$ cat config.mk
export PLATFORM = sky130hd
export DESIGN_NAME = sd_host_top
export DESIGN_NICKNAME = d
export VERILOG_FILES = /design/src/verilog/sd_host_pkg.sv /design/src/verilog/sd_cmd_if.sv /design/src/verilog/spi_byte_if.sv /design/src/verilog/sd_card_sequencer.sv /design/src/verilog/sd_cmd_engine.sv /design/src/verilog/sd_host_top.sv /design/src/verilog/spi_byte_shifter.sv
export SDC_FILE = /design/constraint.sdc
export NUM_CORES = 1
export LEC_CHECK = 0
export ABC_AREA = 1
export BUFFER_PORTS_ARGS = -buffer_cell sky130_fd_sc_hd__buf_2
export CAP_MARGIN = 20
export CELL_PAD_IN_SITES_DETAIL_PLACEMENT = 1
export CELL_PAD_IN_SITES_GLOBAL_PLACEMENT = 2
export CORE_MARGIN = 2
export CORE_UTILIZATION = 35
export DETAILED_ROUTE_END_ITERATION = 6
export PLACE_DENSITY = 0.83
export SYNTH_ARGS = -nofsm -noshare
export SYNTH_HDL_FRONTEND = slang
export SYNTH_SLANG_ARGS = --single-unit
$ cat constraint.sdc
create_clock -name clk -period 3.02 [get_ports clk]
set_clock_uncertainty 0.1 [all_clocks]
set_input_delay 0.604 -clock clk [delete_from_list [all_inputs] [get_ports clk]]
set_output_delay 0.604 -clock clk [all_outputs]
set_load 0.1 [all_outputs]
$ cat src/verilog/sd_host_pkg.sv
// shared constants and types for the SD card SPI host
// command indexes, FSM state enums, protocol bytes
package sd_host_pkg;

   // command indexes as sent in the frame
   typedef enum logic [5:0] {
      CMD0   = 6'd0,
      CMD8   = 6'd8,
      CMD17  = 6'd17,
      ACMD41 = 6'd41,
      CMD55  = 6'd55,
      CMD58  = 6'd58
   } sd_cmd_e;

   // each command issue state is directly followed by its check state
   typedef enum logic [4:0] {
      S_POWER_UP, S_FILL,
      S_CMD0, S_CMD0_CHK, S_CMD8, S_CMD8_CHK,
      S_CMD55, S_CMD55_CHK, S_ACMD41, S_ACMD41_CHK,
      S_CMD58, S_CMD58_CHK, S_IDLE, S_CMD17, S_CMD17_CHK,
      S_TOKEN_WAIT, S_BYTE_WAIT, S_BYTE_READY, S_CRC_SKIP,
      S_SPI_WAIT, S_CMD_WAIT, S_ERROR
   } seq_state_e;

   typedef enum logic [1:0] {C_IDLE, C_SEND, C_POLL, C_COLLECT} cmd_state_e;

   localparam int BLOCK_BYTES      = 512;
   localparam int CRC_BYTES        = 2;
   localparam int OCR_CCS_BIT      = 30;
   localparam int ACMD41_MAX_TRIES = 255;
   localparam int RESP_POLL_LIMIT  = 8;
   localparam int FILL_BYTES       = 10;

   localparam logic [7:0]  FILL_BYTE   = 8'hFF;
   localparam logic [7:0]  START_TOKEN = 8'hFE;
   localparam logic [7:0]  R1_IDLE     = 8'h01;
   localparam logic [7:0]  R1_READY    = 8'h00;
   localparam logic [7:0]  CMD0_CRC    = 8'h95;
   localparam logic [7:0]  CMD8_CRC    = 8'h87;
   localparam logic [7:0]  DUMMY_CRC   = 8'h01;
   localparam logic [31:0] CMD8_ARG    = 32'h0000_01AA;
   localparam logic [31:0] ACMD41_ARG  = 32'h4000_0000;

endpackage

$ cat src/verilog/sd_cmd_if.sv
// command request and response between sequencer and command engine
`timescale 1ns/10ps

interface sd_cmd_if import sd_host_pkg::*; ();

   logic        start;
   sd_cmd_e     opcode;
   logic [31:0] argument;
   logic [7:0]  crc;
   logic        busy;
   // R1 in the top byte, trailing bytes below
   logic [39:0] response;

   modport issuer (output start, opcode, argument, crc, input busy, response);
   modport engine (input start, opcode, argument, crc, output busy, response);

endinterface

$ cat src/verilog/spi_byte_if.sv
// one SPI byte transfer, request and result
`timescale 1ns/10ps

interface spi_byte_if;

   logic       start;
   logic [7:0] tx_byte;
   logic [7:0] rx_byte;
   logic       busy;

   modport master
   (
      output start, tx_byte,
      input  rx_byte, busy
   );

   modport shifter
   (
      input  start, tx_byte,
      output rx_byte, busy
   );

endinterface

$ cat src/verilog/sd_card_sequencer.sv
// card power-up, initialization and single-block read FSM
// also selects who drives the SPI shifter
`timescale 1ns/10ps

module sd_card_sequencer import sd_host_pkg::*;
#(parameter int POWER_UP_CYCLES = 25000000)
(
   input  logic        clk,
   input  logic        reset,
   input  logic        read_block_i,
   input  logic [31:0] block_addr_i,
   input  logic        read_byte_i,
   output logic        busy_o,
   output logic        err_o,
   output logic        ss_o,
   sd_cmd_if.issuer    cmd,
   spi_byte_if.shifter spi_cmd,
   spi_byte_if.master  spi_phy
);

   seq_state_e  state;
   seq_state_e  ret_state;
   logic [31:0] count;
   logic        ss_q;
   logic        seq_start;
   logic [7:0]  r1;

   assign r1 = cmd.response[39:32];

   ////////////////////////////////////////////////////////////
   // SPI path selection
   ////////////////////////////////////////////////////////////

   // command engine owns the shifter only while a command runs
   always_comb
   begin
      if (state == S_CMD_WAIT)
      begin
         spi_phy.start   = spi_cmd.start;
         spi_phy.tx_byte = spi_cmd.tx_byte;
      end
      else
      begin
         spi_phy.start   = seq_start;
         spi_phy.tx_byte = FILL_BYTE;
      end
   end

   assign spi_cmd.rx_byte = spi_phy.rx_byte;
   assign spi_cmd.busy    = spi_phy.busy;

   // byte requests and command fields per state
   always_comb
   begin
      seq_start    = 1'b0;
      cmd.start    = 1'b0;
      cmd.opcode   = CMD0;
      cmd.argument = 32'h0;
      cmd.crc      = DUMMY_CRC;
      case (state)
         S_FILL:       seq_start = (count != FILL_BYTES);
         S_TOKEN_WAIT: seq_start = (spi_phy.rx_byte != START_TOKEN);
         S_BYTE_WAIT:  seq_start = 1'b1;
         S_CRC_SKIP:   seq_start = (count != CRC_BYTES);
         S_CMD0:
         begin
            cmd.start = 1'b1;
            cmd.crc   = CMD0_CRC;
         end
         S_CMD8:
         begin
            cmd.start    = 1'b1;
            cmd.opcode   = CMD8;
            cmd.argument = CMD8_ARG;
            cmd.crc      = CMD8_CRC;
         end
         S_CMD55:
         begin
            cmd.start  = 1'b1;
            cmd.opcode = CMD55;
         end
         S_ACMD41:
         begin
            cmd.start    = 1'b1;
            cmd.opcode   = ACMD41;
            cmd.argument = ACMD41_ARG;
         end
         S_CMD58:
         begin
            cmd.start  = 1'b1;
            cmd.opcode = CMD58;
         end
         S_CMD17:
         begin
            cmd.start    = 1'b1;
            cmd.opcode   = CMD17;
            cmd.argument = block_addr_i;
         end
         default: ;
      endcase
   end

   ////////////////////////////////////////////////////////////
   // main FSM
   ////////////////////////////////////////////////////////////

   always_ff @(posedge clk)
   begin
      if (reset)
      begin
         state     <= S_POWER_UP;
         ret_state <= S_POWER_UP;
         count     <= '0;
         ss_q      <= 1'b1;
      end
      else
      begin
         // any wait state returns here
         if (seq_start || cmd.start)
            ret_state <= state;

         case (state)
            S_POWER_UP:
            begin
               ss_q  <= 1'b1;
               count <= count + 32'd1;
               if (count == 32'(POWER_UP_CYCLES - 1))
               begin
                  count <= '0;
                  state <= S_FILL;
               end
            end
            S_FILL:
               if (seq_start)
               begin
                  count <= count + 32'd1;
                  state <= S_SPI_WAIT;
               end
               else
               begin
                  // ss still high means this was the power-up fill
                  count <= '0;
                  ss_q  <= 1'b0;
                  state <= ss_q ? S_CMD0 : S_CMD17;
               end
            S_CMD0, S_CMD8, S_CMD55, S_ACMD41, S_CMD58, S_CMD17:
               state <= S_CMD_WAIT;
            S_CMD0_CHK:
            begin
               count <= '0;
               state <= (r1 == R1_IDLE) ? S_CMD8 : S_POWER_UP;
            end
            S_CMD8_CHK:
            begin
               count <= '0;
               state <= (r1 == R1_IDLE) ? S_CMD55 : S_ERROR;
            end
            S_CMD55_CHK:
               state <= (r1 == R1_IDLE) ? S_ACMD41 : S_ERROR;
            S_ACMD41_CHK:
               if (r1 == R1_READY)
                  state <= S_CMD58;
               else if (count == 32'(ACMD41_MAX_TRIES - 1))
                  state <= S_ERROR;
               else
               begin
                  count <= count + 32'd1;
                  state <= S_CMD55;
               end
            // high capacity cards are not supported
            S_CMD58_CHK:
               state <= cmd.response[OCR_CCS_BIT] ? S_ERROR : S_IDLE;
            S_IDLE:
            begin
               count <= '0;
               if (read_block_i)
                  state <= S_FILL;
            end
            S_CMD17_CHK:
               state <= (r1 == R1_READY) ? S_TOKEN_WAIT : S_ERROR;
            S_TOKEN_WAIT:
               if (seq_start)
                  state <= S_SPI_WAIT;
               else
               begin
                  count <= '0;
                  state <= S_BYTE_WAIT;
               end
            S_BYTE_WAIT:
            begin
               count <= count + 32'd1;
               state <= S_SPI_WAIT;
            end
            S_BYTE_READY:
               if (read_byte_i)
               begin
                  if (count == BLOCK_BYTES)
                  begin
                     count <= '0;
                     state <= S_CRC_SKIP;
                  end
                  else
                     state <= S_BYTE_WAIT;
               end
            S_CRC_SKIP:
               if (seq_start)
               begin
                  count <= count + 32'd1;
                  state <= S_SPI_WAIT;
               end
               else
                  state <= S_IDLE;
            S_SPI_WAIT:
               if (!spi_phy.busy)
                  state <= (ret_state == S_BYTE_WAIT) ? S_BYTE_READY : ret_state;
            // go on to the check state after the issue state
            S_CMD_WAIT:
               if (!cmd.busy)
                  state <= seq_state_e'(ret_state + 5'd1);
            S_ERROR: ;
            default:
               state <= S_ERROR;
         endcase
      end
   end

   assign busy_o = !(state == S_IDLE || state == S_BYTE_READY);
   assign err_o  = (state == S_ERROR);
   assign ss_o   = ss_q;

   // error is terminal and keeps the host busy
   err_sticky: assert property (@(posedge clk) disable iff (reset)
      err_o |=> err_o && busy_o);

endmodule

$ cat src/verilog/sd_cmd_engine.sv
// command engine: 6-byte frame out, R1 poll, 4 trailing bytes in
`timescale 1ns/10ps

module sd_cmd_engine import sd_host_pkg::*;
(
   input  logic      clk,
   input  logic      reset,
   sd_cmd_if.engine  cmd,
   spi_byte_if.master spi
);

   cmd_state_e  state;
   logic [47:0] frame;
   logic [2:0]  byte_cnt;
   logic        pending;
   logic        byte_done;
   logic        poll_last;
   logic        r1_seen;

   assign cmd.busy    = (state != C_IDLE);
   assign spi.start   = (state != C_IDLE) && !pending;
   assign spi.tx_byte = (state == C_SEND) ? frame[47:40] : FILL_BYTE;
   assign byte_done   = pending && !spi.busy;
   assign poll_last   = (byte_cnt == 3'(RESP_POLL_LIMIT - 1));
   assign r1_seen     = byte_done && !spi.rx_byte[7];

   always_ff @(posedge clk)
   begin
      if (reset)
      begin
         state    <= C_IDLE;
         pending  <= 1'b0;
         byte_cnt <= '0;
      end
      else
      begin
         if (spi.start)
            pending <= 1'b1;
         else if (byte_done)
            pending <= 1'b0;

         case (state)
            C_IDLE:
               if (cmd.start)
               begin
                  byte_cnt <= '0;
                  state    <= C_SEND;
               end
            C_SEND:
               if (byte_done)
               begin
                  byte_cnt <= (byte_cnt == 3'd5) ? 3'd0 : byte_cnt + 3'd1;
                  if (byte_cnt == 3'd5)
                     state <= C_POLL;
               end
            C_POLL:
               if (r1_seen)
               begin
                  byte_cnt <= '0;
                  state    <= C_COLLECT;
               end
               else if (byte_done)
               begin
                  byte_cnt <= byte_cnt + 3'd1;
                  // card never answered
                  if (poll_last)
                     state <= C_IDLE;
               end
            C_COLLECT:
               if (byte_done)
               begin
                  byte_cnt <= byte_cnt + 3'd1;
                  if (byte_cnt == 3'd3)
                     state <= C_IDLE;
               end
            default:
               state <= C_IDLE;
         endcase
      end
   end

   // frame and response payload
   always_ff @(posedge clk)
   begin
      if (state == C_IDLE && cmd.start)
         frame <= {2'b01, cmd.opcode, cmd.argument, cmd.crc};
      else if (state == C_SEND && byte_done)
         frame <= {frame[39:0], FILL_BYTE};

      if (state == C_POLL && r1_seen)
         cmd.response[39:32] <= spi.rx_byte;
      else if (state == C_POLL && byte_done && poll_last)
         cmd.response[39:32] <= FILL_BYTE;
      else if (state == C_COLLECT && byte_done)
         cmd.response[31:0] <= {cmd.response[23:0], spi.rx_byte};
   end

   // sequencer may only issue while the previous command has finished
   issue_when_idle: assert property (@(posedge clk) disable iff (reset)
      cmd.start |-> !cmd.busy);

endmodule

$ cat src/verilog/sd_host_top.sv
// SD card SPI-mode host, top level
// sequencer, command engine and byte shifter
`timescale 1ns/10ps

module sd_host_top
#(
   parameter int POWER_UP_CYCLES = 25000000,
   parameter int SCLK_DIV        = 4
)
(
   input  logic        clk,
   input  logic        reset,
   input  logic        read_block_i,
   input  logic [31:0] block_addr_i,
   input  logic        read_byte_i,
   output logic        busy_o,
   output logic        err_o,
   output logic [7:0]  data_o,
   input  logic        miso_i,
   output logic        mosi_o,
   output logic        sclk_o,
   output logic        ss_o
);

   sd_cmd_if   cmd ();
   spi_byte_if spi_cmd ();
   spi_byte_if spi_phy ();

   sd_card_sequencer #(.POWER_UP_CYCLES(POWER_UP_CYCLES)) seq0
   (
      .clk          (clk),
      .reset        (reset),
      .read_block_i (read_block_i),
      .block_addr_i (block_addr_i),
      .read_byte_i  (read_byte_i),
      .busy_o       (busy_o),
      .err_o        (err_o),
      .ss_o         (ss_o),
      .cmd          (cmd.issuer),
      .spi_cmd      (spi_cmd.shifter),
      .spi_phy      (spi_phy.master)
   );

   sd_cmd_engine cmd0
   (
      .clk   (clk),
      .reset (reset),
      .cmd   (cmd.engine),
      .spi   (spi_cmd.master)
   );

   spi_byte_shifter #(.SCLK_DIV(SCLK_DIV)) spi0
   (
      .clk    (clk),
      .reset  (reset),
      .spi    (spi_phy.shifter),
      .miso_i (miso_i),
      .mosi_o (mosi_o),
      .sclk_o (sclk_o)
   );

   // read data comes straight from the shifter
   assign data_o = spi_phy.rx_byte;

endmodule

$ cat src/verilog/spi_byte_shifter.sv
// SPI mode 0 byte shifter with fixed sclk divider
`timescale 1ns/10ps

module spi_byte_shifter #(parameter int SCLK_DIV = 4)
(
   input  logic       clk,
   input  logic       reset,
   spi_byte_if.shifter spi,
   input  logic       miso_i,
   output logic       mosi_o,
   output logic       sclk_o
);

   localparam int DIV_W = $clog2(SCLK_DIV + 1);

   logic [DIV_W-1:0] div_cnt;
   logic [2:0]       bit_cnt;
   logic [7:0]       tx_shift;
   logic [7:0]       rx_shift;
   logic             busy_q;
   logic             half_tick;
   logic             load;

   assign load      = spi.start && !busy_q;
   assign half_tick = busy_q && (div_cnt == DIV_W'(SCLK_DIV - 1));

   always_ff @(posedge clk)
   begin
      if (reset)
      begin
         busy_q  <= 1'b0;
         sclk_o  <= 1'b0;
         div_cnt <= '0;
         bit_cnt <= '0;
      end
      else if (load)
      begin
         busy_q  <= 1'b1;
         sclk_o  <= 1'b0;
         div_cnt <= '0;
         bit_cnt <= '0;
      end
      else if (half_tick)
      begin
         div_cnt <= '0;
         sclk_o  <= !sclk_o;
         // falling edge closes a bit
         if (sclk_o)
         begin
            bit_cnt <= bit_cnt + 3'd1;
            if (bit_cnt == 3'd7)
               busy_q <= 1'b0;
         end
      end
      else if (busy_q)
         div_cnt <= div_cnt + 1'b1;
   end

   // sample on rising sclk, shift out on falling sclk
   always_ff @(posedge clk)
   begin
      if (load)
         tx_shift <= spi.tx_byte;
      else if (half_tick && sclk_o)
         tx_shift <= {tx_shift[6:0], 1'b1};
      if (half_tick && !sclk_o)
         rx_shift <= {rx_shift[6:0], miso_i};
   end

   assign mosi_o      = busy_q ? tx_shift[7] : 1'b1;
   assign spi.busy    = busy_q;
   assign spi.rx_byte = rx_shift;

   // the master has to wait for the previous byte
   start_while_idle: assert property (@(posedge clk) disable iff (reset)
      spi.start |-> !busy_q);

endmodule
==> After elaboration in Yosys (flattened, before gate mapping) <==
Cells that the tools add are included.
{ "word_totals": {"register_bits": 160, "out_inout_bits": 13, "inputBits": 37, "elab_cells": 191} }
{ "op_classes": {"n_reduce_logical": 45, "n_addsub": 5, "bitwise_logic": 3, "mux": 66, "eq_ne": 55} }
{ "op_table": {"columns": ["cell", "n"], "rows": [
  ["32-bit 2-to-1 mux", 8],
  ["32-bit case mux with 8 select lines", 1],
  ["32-bit case mux with 3 select lines", 1],
  ["46-bit 2-to-1 mux", 2],
  ["5-bit case mux with 17 select lines", 1],
  ["5-bit 2-to-1 mux", 14],
  ["8-bit 2-to-1 mux", 6],
  ["5-bit by 4-bit == test with 1-bit output (second input constant)", 8],
  ["5-bit == test (second input constant)", 7],
  ["32-bit by 1-bit adder with 32-bit output (second input constant)", 1],
  ["32-bit by 10-bit == test with 1-bit output (second input constant)", 1],
  ["32-bit by 25-bit == test with 1-bit output (second input constant)", 1],
  ["32-bit by 8-bit == test with 1-bit output (second input constant)", 1],
  ["32-bit by 2-bit inequality test with 1-bit output (second input constant)", 1],
  ["32-bit by 4-bit inequality test with 1-bit output (second input constant)", 1],
  ["6-bit case mux with 5 select lines", 1],
  ["5-bit by 3-bit == test with 1-bit output (second input constant)", 4],
  ["2-bit 2-to-1 mux", 10],
  ["3-bit 2-to-1 mux", 6],
  ["2-bit nonzero test", 9],
  ["2-bit by 1-bit inequality test with 1-bit output (second input constant)", 8],
  ["2-bit inequality test (second input constant)", 8],
  ["8-bit case mux with 2 select lines", 1],
  ["7-bit AND reduction", 2],
  ["other kinds (31)", 71]
]} }

==> Longest topological paths before layout <==
Gate-level depths: netlist of the first run.
{ "logic_depth": {"word_depth": 6, "depth_mapped": 15, "ltp_nobuf": 14} }

==> Cells and area by module <==
Synthesis of the first run repeated with hierarchy kept, for this count alone.
{ "hier_totals": {"hier_cells": 1345, "area_unflattened_um2": 9659.3} }
{ "by_module_without_submodules": {"columns": ["mod", "cells_per_inst", "n_inst", "area_each_um2", "seq_area_each_um2"], "rows": [
  ["sd_card_sequencer", 923, 1, 4827.1, 860.8],
  ["sd_cmd_engine", 330, 1, 3829.9, 2742.6],
  ["spi_byte_shifter", 92, 1, 1002.2, 640.6]
]} }

==> Least setup slack after synthesis of the first run <==
Ideal clock, no wire load.
{ "synth_path": {"path_kind": "reg-to-reg", "from": "register seq0.state[0]", "to": "register seq0.state[3]", "arrival_ps": 3397, "period_less_slack_ps": 3633, "path_stages_with_launch": 11, "t_required_ps": 2784, "n_path_buf": 1, "setup_ps": 136, "path_slack_ps": -613, "cell_sequence": "dfxtp_1 > buf_4 > nand2_1 > nor3_1 > nor2_1 > nand3_1 > nor2_1 > nand2_1 > inv_1 > a21oi_1 > nor2_1"} }
{ "synth_between": {"word_cells_on_any_way": 34, "cone_classes": "eq/ne: 26; mux: 4; bitwise: 1; reduce/logical: 3"} }
{ "synth_rtl": {"columns": ["element", "line", "text"], "rows": [
  ["start: declaration", "sd_card_sequencer.sv:21", "seq_state_e state;"],
  ["start signal: assignment", "sd_card_sequencer.sv:144", "state <= ss_q ? S_CMD0 : S_CMD17;"],
  ["start signal: assignment", "sd_card_sequencer.sv:151", "state <= (r1 == R1_IDLE) ? S_CMD8 : S_POWER_UP;"],
  ["start signal: assignment", "sd_card_sequencer.sv:156", "state <= (r1 == R1_IDLE) ? S_CMD55 : S_ERROR;"],
  ["5-bit == test (*)", null, null],
  ["named net err_o", "sd_host_top.sv:17", "output logic err_o,"],
  ["branches (longest 2 deep; another with 5-bit case mux with 17 select lines)", null, null]
]} }
Mark *: on every way through the listed nets, which the timed path passes.
A chain may end at the register's enable or synchronous reset.

==> Worst setup path after layout of the first run <==
{ "layout_path": {"from": "register seq0.state[3]", "to": "output port busy_o"} }
{ "layout_between": {"elab_chain_len": 3, "word_cells_on_any_way": 4, "cone_classes": "eq/ne: 2; reduce/logical: 2"} }
{ "layout_rtl": {"columns": ["element", "line", "text"], "rows": [
  ["5-bit by 4-bit == test with 1-bit output or 5-bit == test (tied branches)", "sd_card_sequencer.sv:227", "assign busy_o = !(state == S_IDLE || state == S_BYTE_READY);"],
  ["1-bit logical OR (*)", "sd_card_sequencer.sv:227", null],
  ["1-bit zero test (*)", "sd_card_sequencer.sv:227", null],
  ["end: declaration", "sd_host_top.sv:16", "output logic busy_o,"]
]} }
Every way passes the cells marked *; elsewhere a longest branch is shown, timed or not.

==> flow_summary_export.csv, run 1 <==
group,metric,value,unit
floorplanning,core_area,23300,um^2
power_and_ir_drop,power_density,911,nW/um^2
global_routing,grt_max_degree,41,
critical_path,arrival,2070,ps
cts,root_buffer,"clkbuf_16",
yosys,synth_cells,1171,
yosys,ys_ff_latch,129,
cts,clockBufferDepth,2,
detailed_routing,routed_wl,24900,um
hold_path,worstHoldPathType,"primary input to flip-flop",
critical_path,worstPathCellList,"nor2_4 -> nand2_1 -> inv_2 -> nand2_2 -> inv_1 -> a31oi_2 -> buf_2",
power_and_ir_drop,finalPower,8590,uW
cts,tritoncts,"yes",
timing,final.setup.tns,0,ps
yosys,synth_top_area_share,25.5,%
yosys,muxShareOfSynthArea,0.243,%
timing,relSlewSlack,51.9,%
timing,holdWs,247,ps
detailed_routing,dr.pass1.iters,4,
cts,cts_made_buffers,17,
yosys,synth_xor_xnor_area_share,2.13,%
detailed_routing,remaining_drc_errors,0,
yosys,synth_edf_count,70,
cells_and_area,area_growth,14.5,%
cells_and_area,antenna_cells,0,
yosys,synth_area_per_cell,7.03,um^2
yosys,synth_cell_types,41,
cts,post_cts_buffers,0,
placed_design,gp_congestion,0.850,
timing,rsz0062_at_grt,"false",
timing,post-route-period-util,91.7,%
critical_path,worstSetupPathType,"flip-flop to output port",
yosys,async_flop_share,0,%
cells_and_area,multi_input_area,4250,um^2
timing,hold_violations,0,
outcome,outcome,"complete, no violations",
floorplanning,chipHeight,157,um
cts,cts.htree.levels,4,
floorplanning,rows,56,
cts,cts.sinks,129,
yosys,syn-num-nets,1221,
yosys,syn_area,8240,um^2
placed_design,port_buffers,49,
cells_and_area,seqCellArea,3280,um^2
placed_design,placed_area,8790,um^2
global_routing,antenna_found_initial,0,
yosys,synth_top_family_by_area,"simple AND/OR/NAND/NOR gates",
detailed_routing,vias,7693,
cells_and_area,design_area,9430,um^2
job,cap_violations,0,
cells_and_area,post_route_cells_drive_above_1_share,16.9,%
yosys,synthAdderAreaFrac,1.97,%
timing,setup_viol,0,
global_routing,gr-total-overflow,0,
timing,tightestPinTransition,721,ps
critical_path,cp_slowest_cell,"dfxtp_1",
critical_path,worstSetupStartpointType,"flip-flop",
floorplanning,io_pins,50,
yosys,synth-compound-area-share,7.31,%
yosys,yosysTopAreaCell,"edfxtp_1",
power_and_ir_drop,p_leak,0.00399,uW
global_routing,grtUsageTotal,20.7,%
floorplanning,die_area,24800,um^2
global_routing,grt_pass1_vias,7820,
critical_path,max_stage_delay,530,ps
cts,path_clk_slew,70,ps
critical_path,cp.required,2320,ps
power_and_ir_drop,vdd_drop_max,0.393,mV
floorplanning,die_w,157,um
timing,final_max_slew_viol_count,0,
cells_and_area,nNetsFinal,1269,
yosys,yosysWarnings,0,
cts,clk_latency,430,ps
detailed_routing,wl_per_cell,16.0,um
detailed_routing,antenna_left,0,
placed_design,hpwl,18200,um
critical_path,cp_max_fo,6,
yosys,yosys-top-cells-area,"edfxtp_1 (26%), nand2_1 (17%), dfxtp_1 (14%), nand3_1 (9.3%), nor2_1 (6.4%)",
cells_and_area,num-fill-cells,2973,
global_routing,grt_pass1_wl,40200,um
yosys,synthSimpleGateAreaFrac,39.7,%
timing,fmax,361,MHz
cts,cts_resized,0,
cts,hold_buffers,0,
timing,fin_crit,2770,ps
yosys,seq_area_frac_synth,39.9,%
detailed_routing,drtIter0Drc,376,
critical_path,cp-end-kind,"output port",
detailed_routing,vias_per_cell,4.96,
floorplanning,start_util,35.4,%
yosys,ys.flop_type,"edfxtp_1",
==> flip-flops by register name (all words and copies together) (netlist names), 5 cells and up <==
register / cells
cmd0.cmd.response: 12
cmd0.frame: 44
seq0.count: 32
seq0.ret_state: 5
seq0.state: 5
spi0.spi.rx_byte: 8
spi0.tx_shift: 8
==> layout by cell type (no fill, tap or decap), types with 2 or more instances in the layout <==
cell,instances
buf_4,20
a21oi_1,30
inv_2,13
o22ai_1,2
o211ai_1,2
inv_8,6
nor3_1,18
dfxtp_1,59
o21ai_1,7
inv_1,108
clkbuf_16,17
a21oi_2,30
nand4_1,10
clkinv_8,3
nand3_1,153
xor2_1,18
xnor2_1,2
mux2i_1,2
or2_2,9
a31oi_1,2
nand3_4,2
ha_1,13
nor2_2,7
nand2_2,36
o21ai_0,15
buf_2,49
nand2_1,365
clkinv_4,2
nor2_4,5
edfxtp_1,70
nor2_1,141
bufinv_16,2
inv_6,3
==> final cells by class <==
type,instances,area share (%)
Sequential cell,129,34.8
Clock buffer,17,4.51
Multi-Input combinational cell,880,45.1
Inverter,122,4.91
Timing Repair Buffer,69,4.19
Tap cell,319,4.23
Clock inverter,15,2.24
==> per-layer routing <==
metal | up-vias | GRT usage [%] | part of all wire [%]
met1 | 3708 | 24.9 | 45
met3 | 22 | 2.42 | 2.2
met2 | 92 | 38.3 | 51
li1 | 3871 | - | -
met5 | - | 0 | 0
met4 | 0 | 6.36 | 1.7
==> final timing paths <==
kind                         startpoint                     to  slack [ps]  cells past startpoint
setup reg to reg          seq0.state[1]          seq0.count[3]         430                     12
hold / removal                   miso_i    spi0.spi.rx_byte[0]         250                      1
setup / recovery          seq0.state[3]                 busy_o         250                      7
hold reg to reg   cmd0.cmd.response[14]  cmd0.cmd.response[22]         320                      0
==> logic make-up (layout without fill, tap and decap cells) <==
kind of cell               Yosys count  in the layout
muxes                                2              2
adders and majority gates           13             13
AOI/OAI and AO/OA                   93             93
and+or+nand+nor                    752            752
xor gates and xnor gates            20             20
DFF                                129            129
buffers and inverters              162            223
==> synthesized netlist by cell type (3+ instances only) <==
library cell    n
edfxtp_1       70
inv_2          13
ha_1           13
nor2_2          8
inv_1         108
buf_4          11
nor2_4          4
o21ai_0        15
nand3_1       153
nand4_1        10
a21oi_2        30
buf_2           9
dfxtp_1        59
buf_12          3
nand2_1       366
or2_2           9
buf_1           4
a31oi_1         3
a21oi_1        30
xor2_1         18
nand2_2        35
o21ai_1         7
nor3_1         19
nor2_1        141
clkbuf_1       12
==> per-stage QoR <==
stage                     cells  utilization (%)  setup WS (ps)
final                      1551             40.5            250
after global routing       1551             40.5            179
after CTS                  1551             40.5            243
after detailed placement   1519             37.8            423
after global placement     1519             37.8            482
after floorplan            1171                -            261
==> worst max-delay path, delay by kind of cell, from the launching register on <==
| family | cells | cell delay (ps) |
|---|---|---|
| AOI/OAI and AO/OA | 1 | 200 |
| buffers and inverters | 3 | 630 |
| and+or+nand+nor | 3 | 260 |
| DFF | 1 | 530 |
==> power breakdown <==
part,internal [uW],switching [uW],leakage (uW)
logic,899,2680,0.00257
registers,2530,235,0.00111
clock network,1280,972,0.000312
total,4710,3890,0.00399
(Power assumes the default switching activity.)
==> inputs of run 2 (changes only) <==
ABC_AREA = 0   (was 1)
CORE_UTILIZATION = 38   (was 35)
SETUP_SLACK_MARGIN = 0.1   (was not set)
==> flow_summary_export.csv, run 2 <==
group,metric,value,unit
outcome,outcome,"complete, no violations",
global_routing,antenna_found_initial,0,
cells_and_area,final_cell_mix,"nand2_1 (128), buf_4 (93), nor2_1 (73)",
critical_path,ff2ff_setup_slack,230,ps
detailed_routing,routed_wl,23400,um
floorplanning,start_util,38.6,%
cells_and_area,nNetsFinal,980,
timing,relSlewSlack,41.1,%
power_and_ir_drop,power_density,476,nW/um^2
floorplanning,die_w,141,um
cells_and_area,stdcell_count,1177,
cts,root_buffer,"clkbuf_16",
placed_design,port_buffers,49,
global_routing,grtUsageTotal,23.7,%
yosys,synth_cells,816,
yosys,synth_top_area_share,29.3,%
power_and_ir_drop,finalPower,4260,uW
cells_and_area,area_growth,24.8,%
cts,clockBufferDepth,2,
cells_and_area,final_common_cell,"nand2_1",
cts,tritoncts,"yes",
yosys,yosysWarnings,0,
cts,path_clk_slew,60,ps
placed_design,dp_cells,1137,
cells_and_area,post-route-util,48.1,%
floorplanning,io_pins,50,
cts,cts.htree.levels,4,
yosys,synth_cell_types,78,
timing,tightestPinTransition,880,ps
critical_path,cp_max_fo,6,
cells_and_area,largest_register,"cmd0.frame",
critical_path,timing.rr.start,"seq0.count[11]",
cells_and_area,design_area,8940,um^2
cells_and_area,top_regs,"cmd0.frame (44), seq0.count (32), cmd0.cmd.response (12)",
yosys,yosysTopAreaCell,"edfxtp_1",
critical_path,worstSetupStartpointType,"flip-flop",
critical_path,arrival,2090,ps
floorplanning,core_area,18600,um^2
cts,clk_latency,430,ps
cells_and_area,post_route_cells_drive_above_1_share,22.6,%
yosys,synth_area_per_cell,8.78,um^2
yosys,syn-num-nets,866,
detailed_routing,drtIter0Drc,394,
power_and_ir_drop,p_leak,0.00343,uW
detailed_routing,vias_per_cell,5.69,
detailed_routing,topRoutingLayerUsed,"met4",
critical_path,worstSetupPathType,"flip-flop to output port",
timing,rsz0062_at_grt,"true",
detailed_routing,route.met2.wl,12000,um
cts,hold_buffers,0,
critical_path,cp-end-kind,"output port",
yosys,seq_area_frac_synth,45.8,%
global_routing,gr-total-overflow,0,
placed_design,placed_area,8200,um^2
hold_path,hp-start,"miso_i",
yosys,synth_edf_count,70,
power_and_ir_drop,vdd_drop_max,0.376,mV
detailed_routing,remaining_drc_errors,0,
detailed_routing,antenna_left,0,
yosys,syn_area,7170,um^2
timing,setup_viol,0,
detailed_routing,dr.pass1.iters,5,
hold_path,worstHoldPathType,"primary input to flip-flop",
global_routing,grt_pass1_vias,7012,
floorplanning,rows,50,
yosys,netlist_top_cells_count,"nand2_1 (129), nor2_1 (74), edfxtp_1 (70)",
yosys,async_flop_share,0,%
detailed_routing,routedLengthMet1,10200,um
placed_design,hpwl,17000,um
cts,cts.sinks,129,
job,cap_violations,0,
yosys,ys_ff_latch,129,
timing,final_max_slew_viol_count,0,
floorplanning,chipHeight,141,um
cts,cts_made_buffers,17,
cells_and_area,antenna_cells,0,
yosys,yosysMostFrequentCell,"nand2_1",
yosys,yosys-top-cells-area,"edfxtp_1 (29%), dfxtp_1 (16%), nand2_1 (6.8%), o21ai_0 (4.6%), nor2_1 (3.9%)",
critical_path,startpoint,"seq0.state[4]",
timing,post-route-period-util,92.4,%
detailed_routing,wl_per_cell,19.9,um
detailed_routing,vias,6701,
critical_path,cp.required,2320,ps
global_routing,grt_max_degree,45,
cells_and_area,largest_register_ffs,44,
yosys,ys.flop_type,"edfxtp_1",
detailed_routing,wl_met3,596,um
hold_path,min_delay_path_depth,1,
critical_path,reg2regPathDepth,10,
timing,fmax,358,MHz
timing,hold_violations,0,
critical_path,crit_path_end,"busy_o",
critical_path,rr_endpoint,"seq0.count[5]",
global_routing,grt_pass1_wl,37300,um
placed_design,gp_congestion,0.899,
timing,fin_crit,2790,ps
floorplanning,die_area,20000,um^2
-- run 2: where the power goes --
group | internal (uW) | switching [uW]
registers | 1860 | 14.8
clock network | 1390 | 829
logic | 64.4 | 102
-- run 2: cells by family after synthesis --
logic type | after synthesis | synth area share, %
multiplexers | 14 | 1.97
adder cells (fa/ha/maj) | 14 | 2.41
flip-flops | 129 | 45.8
buffers and inverters | 81 | 4.99
AND/OR/NAND/NOR | 379 | 26.0
XOR/XNOR | 9 | 1.10
AO/OA/AOI/OAI | 190 | 17.7
-- run 2: timing repair --
action | CTS | global route
pin swaps | 0 | 1
gates cloned | 0 | 2
resized for setup | 3 | 10
setup endpoints to repair | 10 | 57
buffers inserted | 0 | 6
-- run 2: per-stage QoR --
stage / setup slack [ps] / hold WS [ps] / setup TNS [ps]
finish: 229 / 267 / 0
global route: 99.1 / 260 / 0
CTS: 114 / 248 / 0
detailed placement: -123 / 308 / -359
global placement: 0.000666 / 307 / 0
floorplan: 219 / 300 / 0
-- run 2: layout make-up --
type / count / area [um^2]
clock buffer: 17 / 425
clock inverter: 15 / 204
fill: 2164 / 9640
inverter: 29 / 113
multi-input combinational: 607 / 3600
sequential: 129 / 3280
tap: 234 / 293
timing repair buffer: 145 / 1020
timing repair inverter: 1 / 5.00
-- run 2: metal layers --
| layer | global-route usage [%] | up-vias |
|---|---|---|
| li1 | - | 3221 |
| met1 | 29.8 | 3321 |
| met2 | 41.7 | 120 |
| met3 | 3.27 | 39 |
| met4 | 8.47 | 0 |
| met5 | 0 | - |
-- run 2: worst min-delay path by stage --
stage,end,slack [ps]
after detailed placement,cmd0.cmd.response[14],310
after floorplan,cmd0.cmd.response[14],300
after global placement,cmd0.cmd.response[14],310
after CTS,spi0.spi.rx_byte[0],250
final,spi0.spi.rx_byte[0],270
after global routing,spi0.spi.rx_byte[0],260
-- run 2: worst max-delay path, cell delays in order, from the launching register on --
cell	delay [ps]
dfxtp_1	510
and3b_1	250
buf_4	160
mux2_2	260
nand2_1	60
buf_2	430
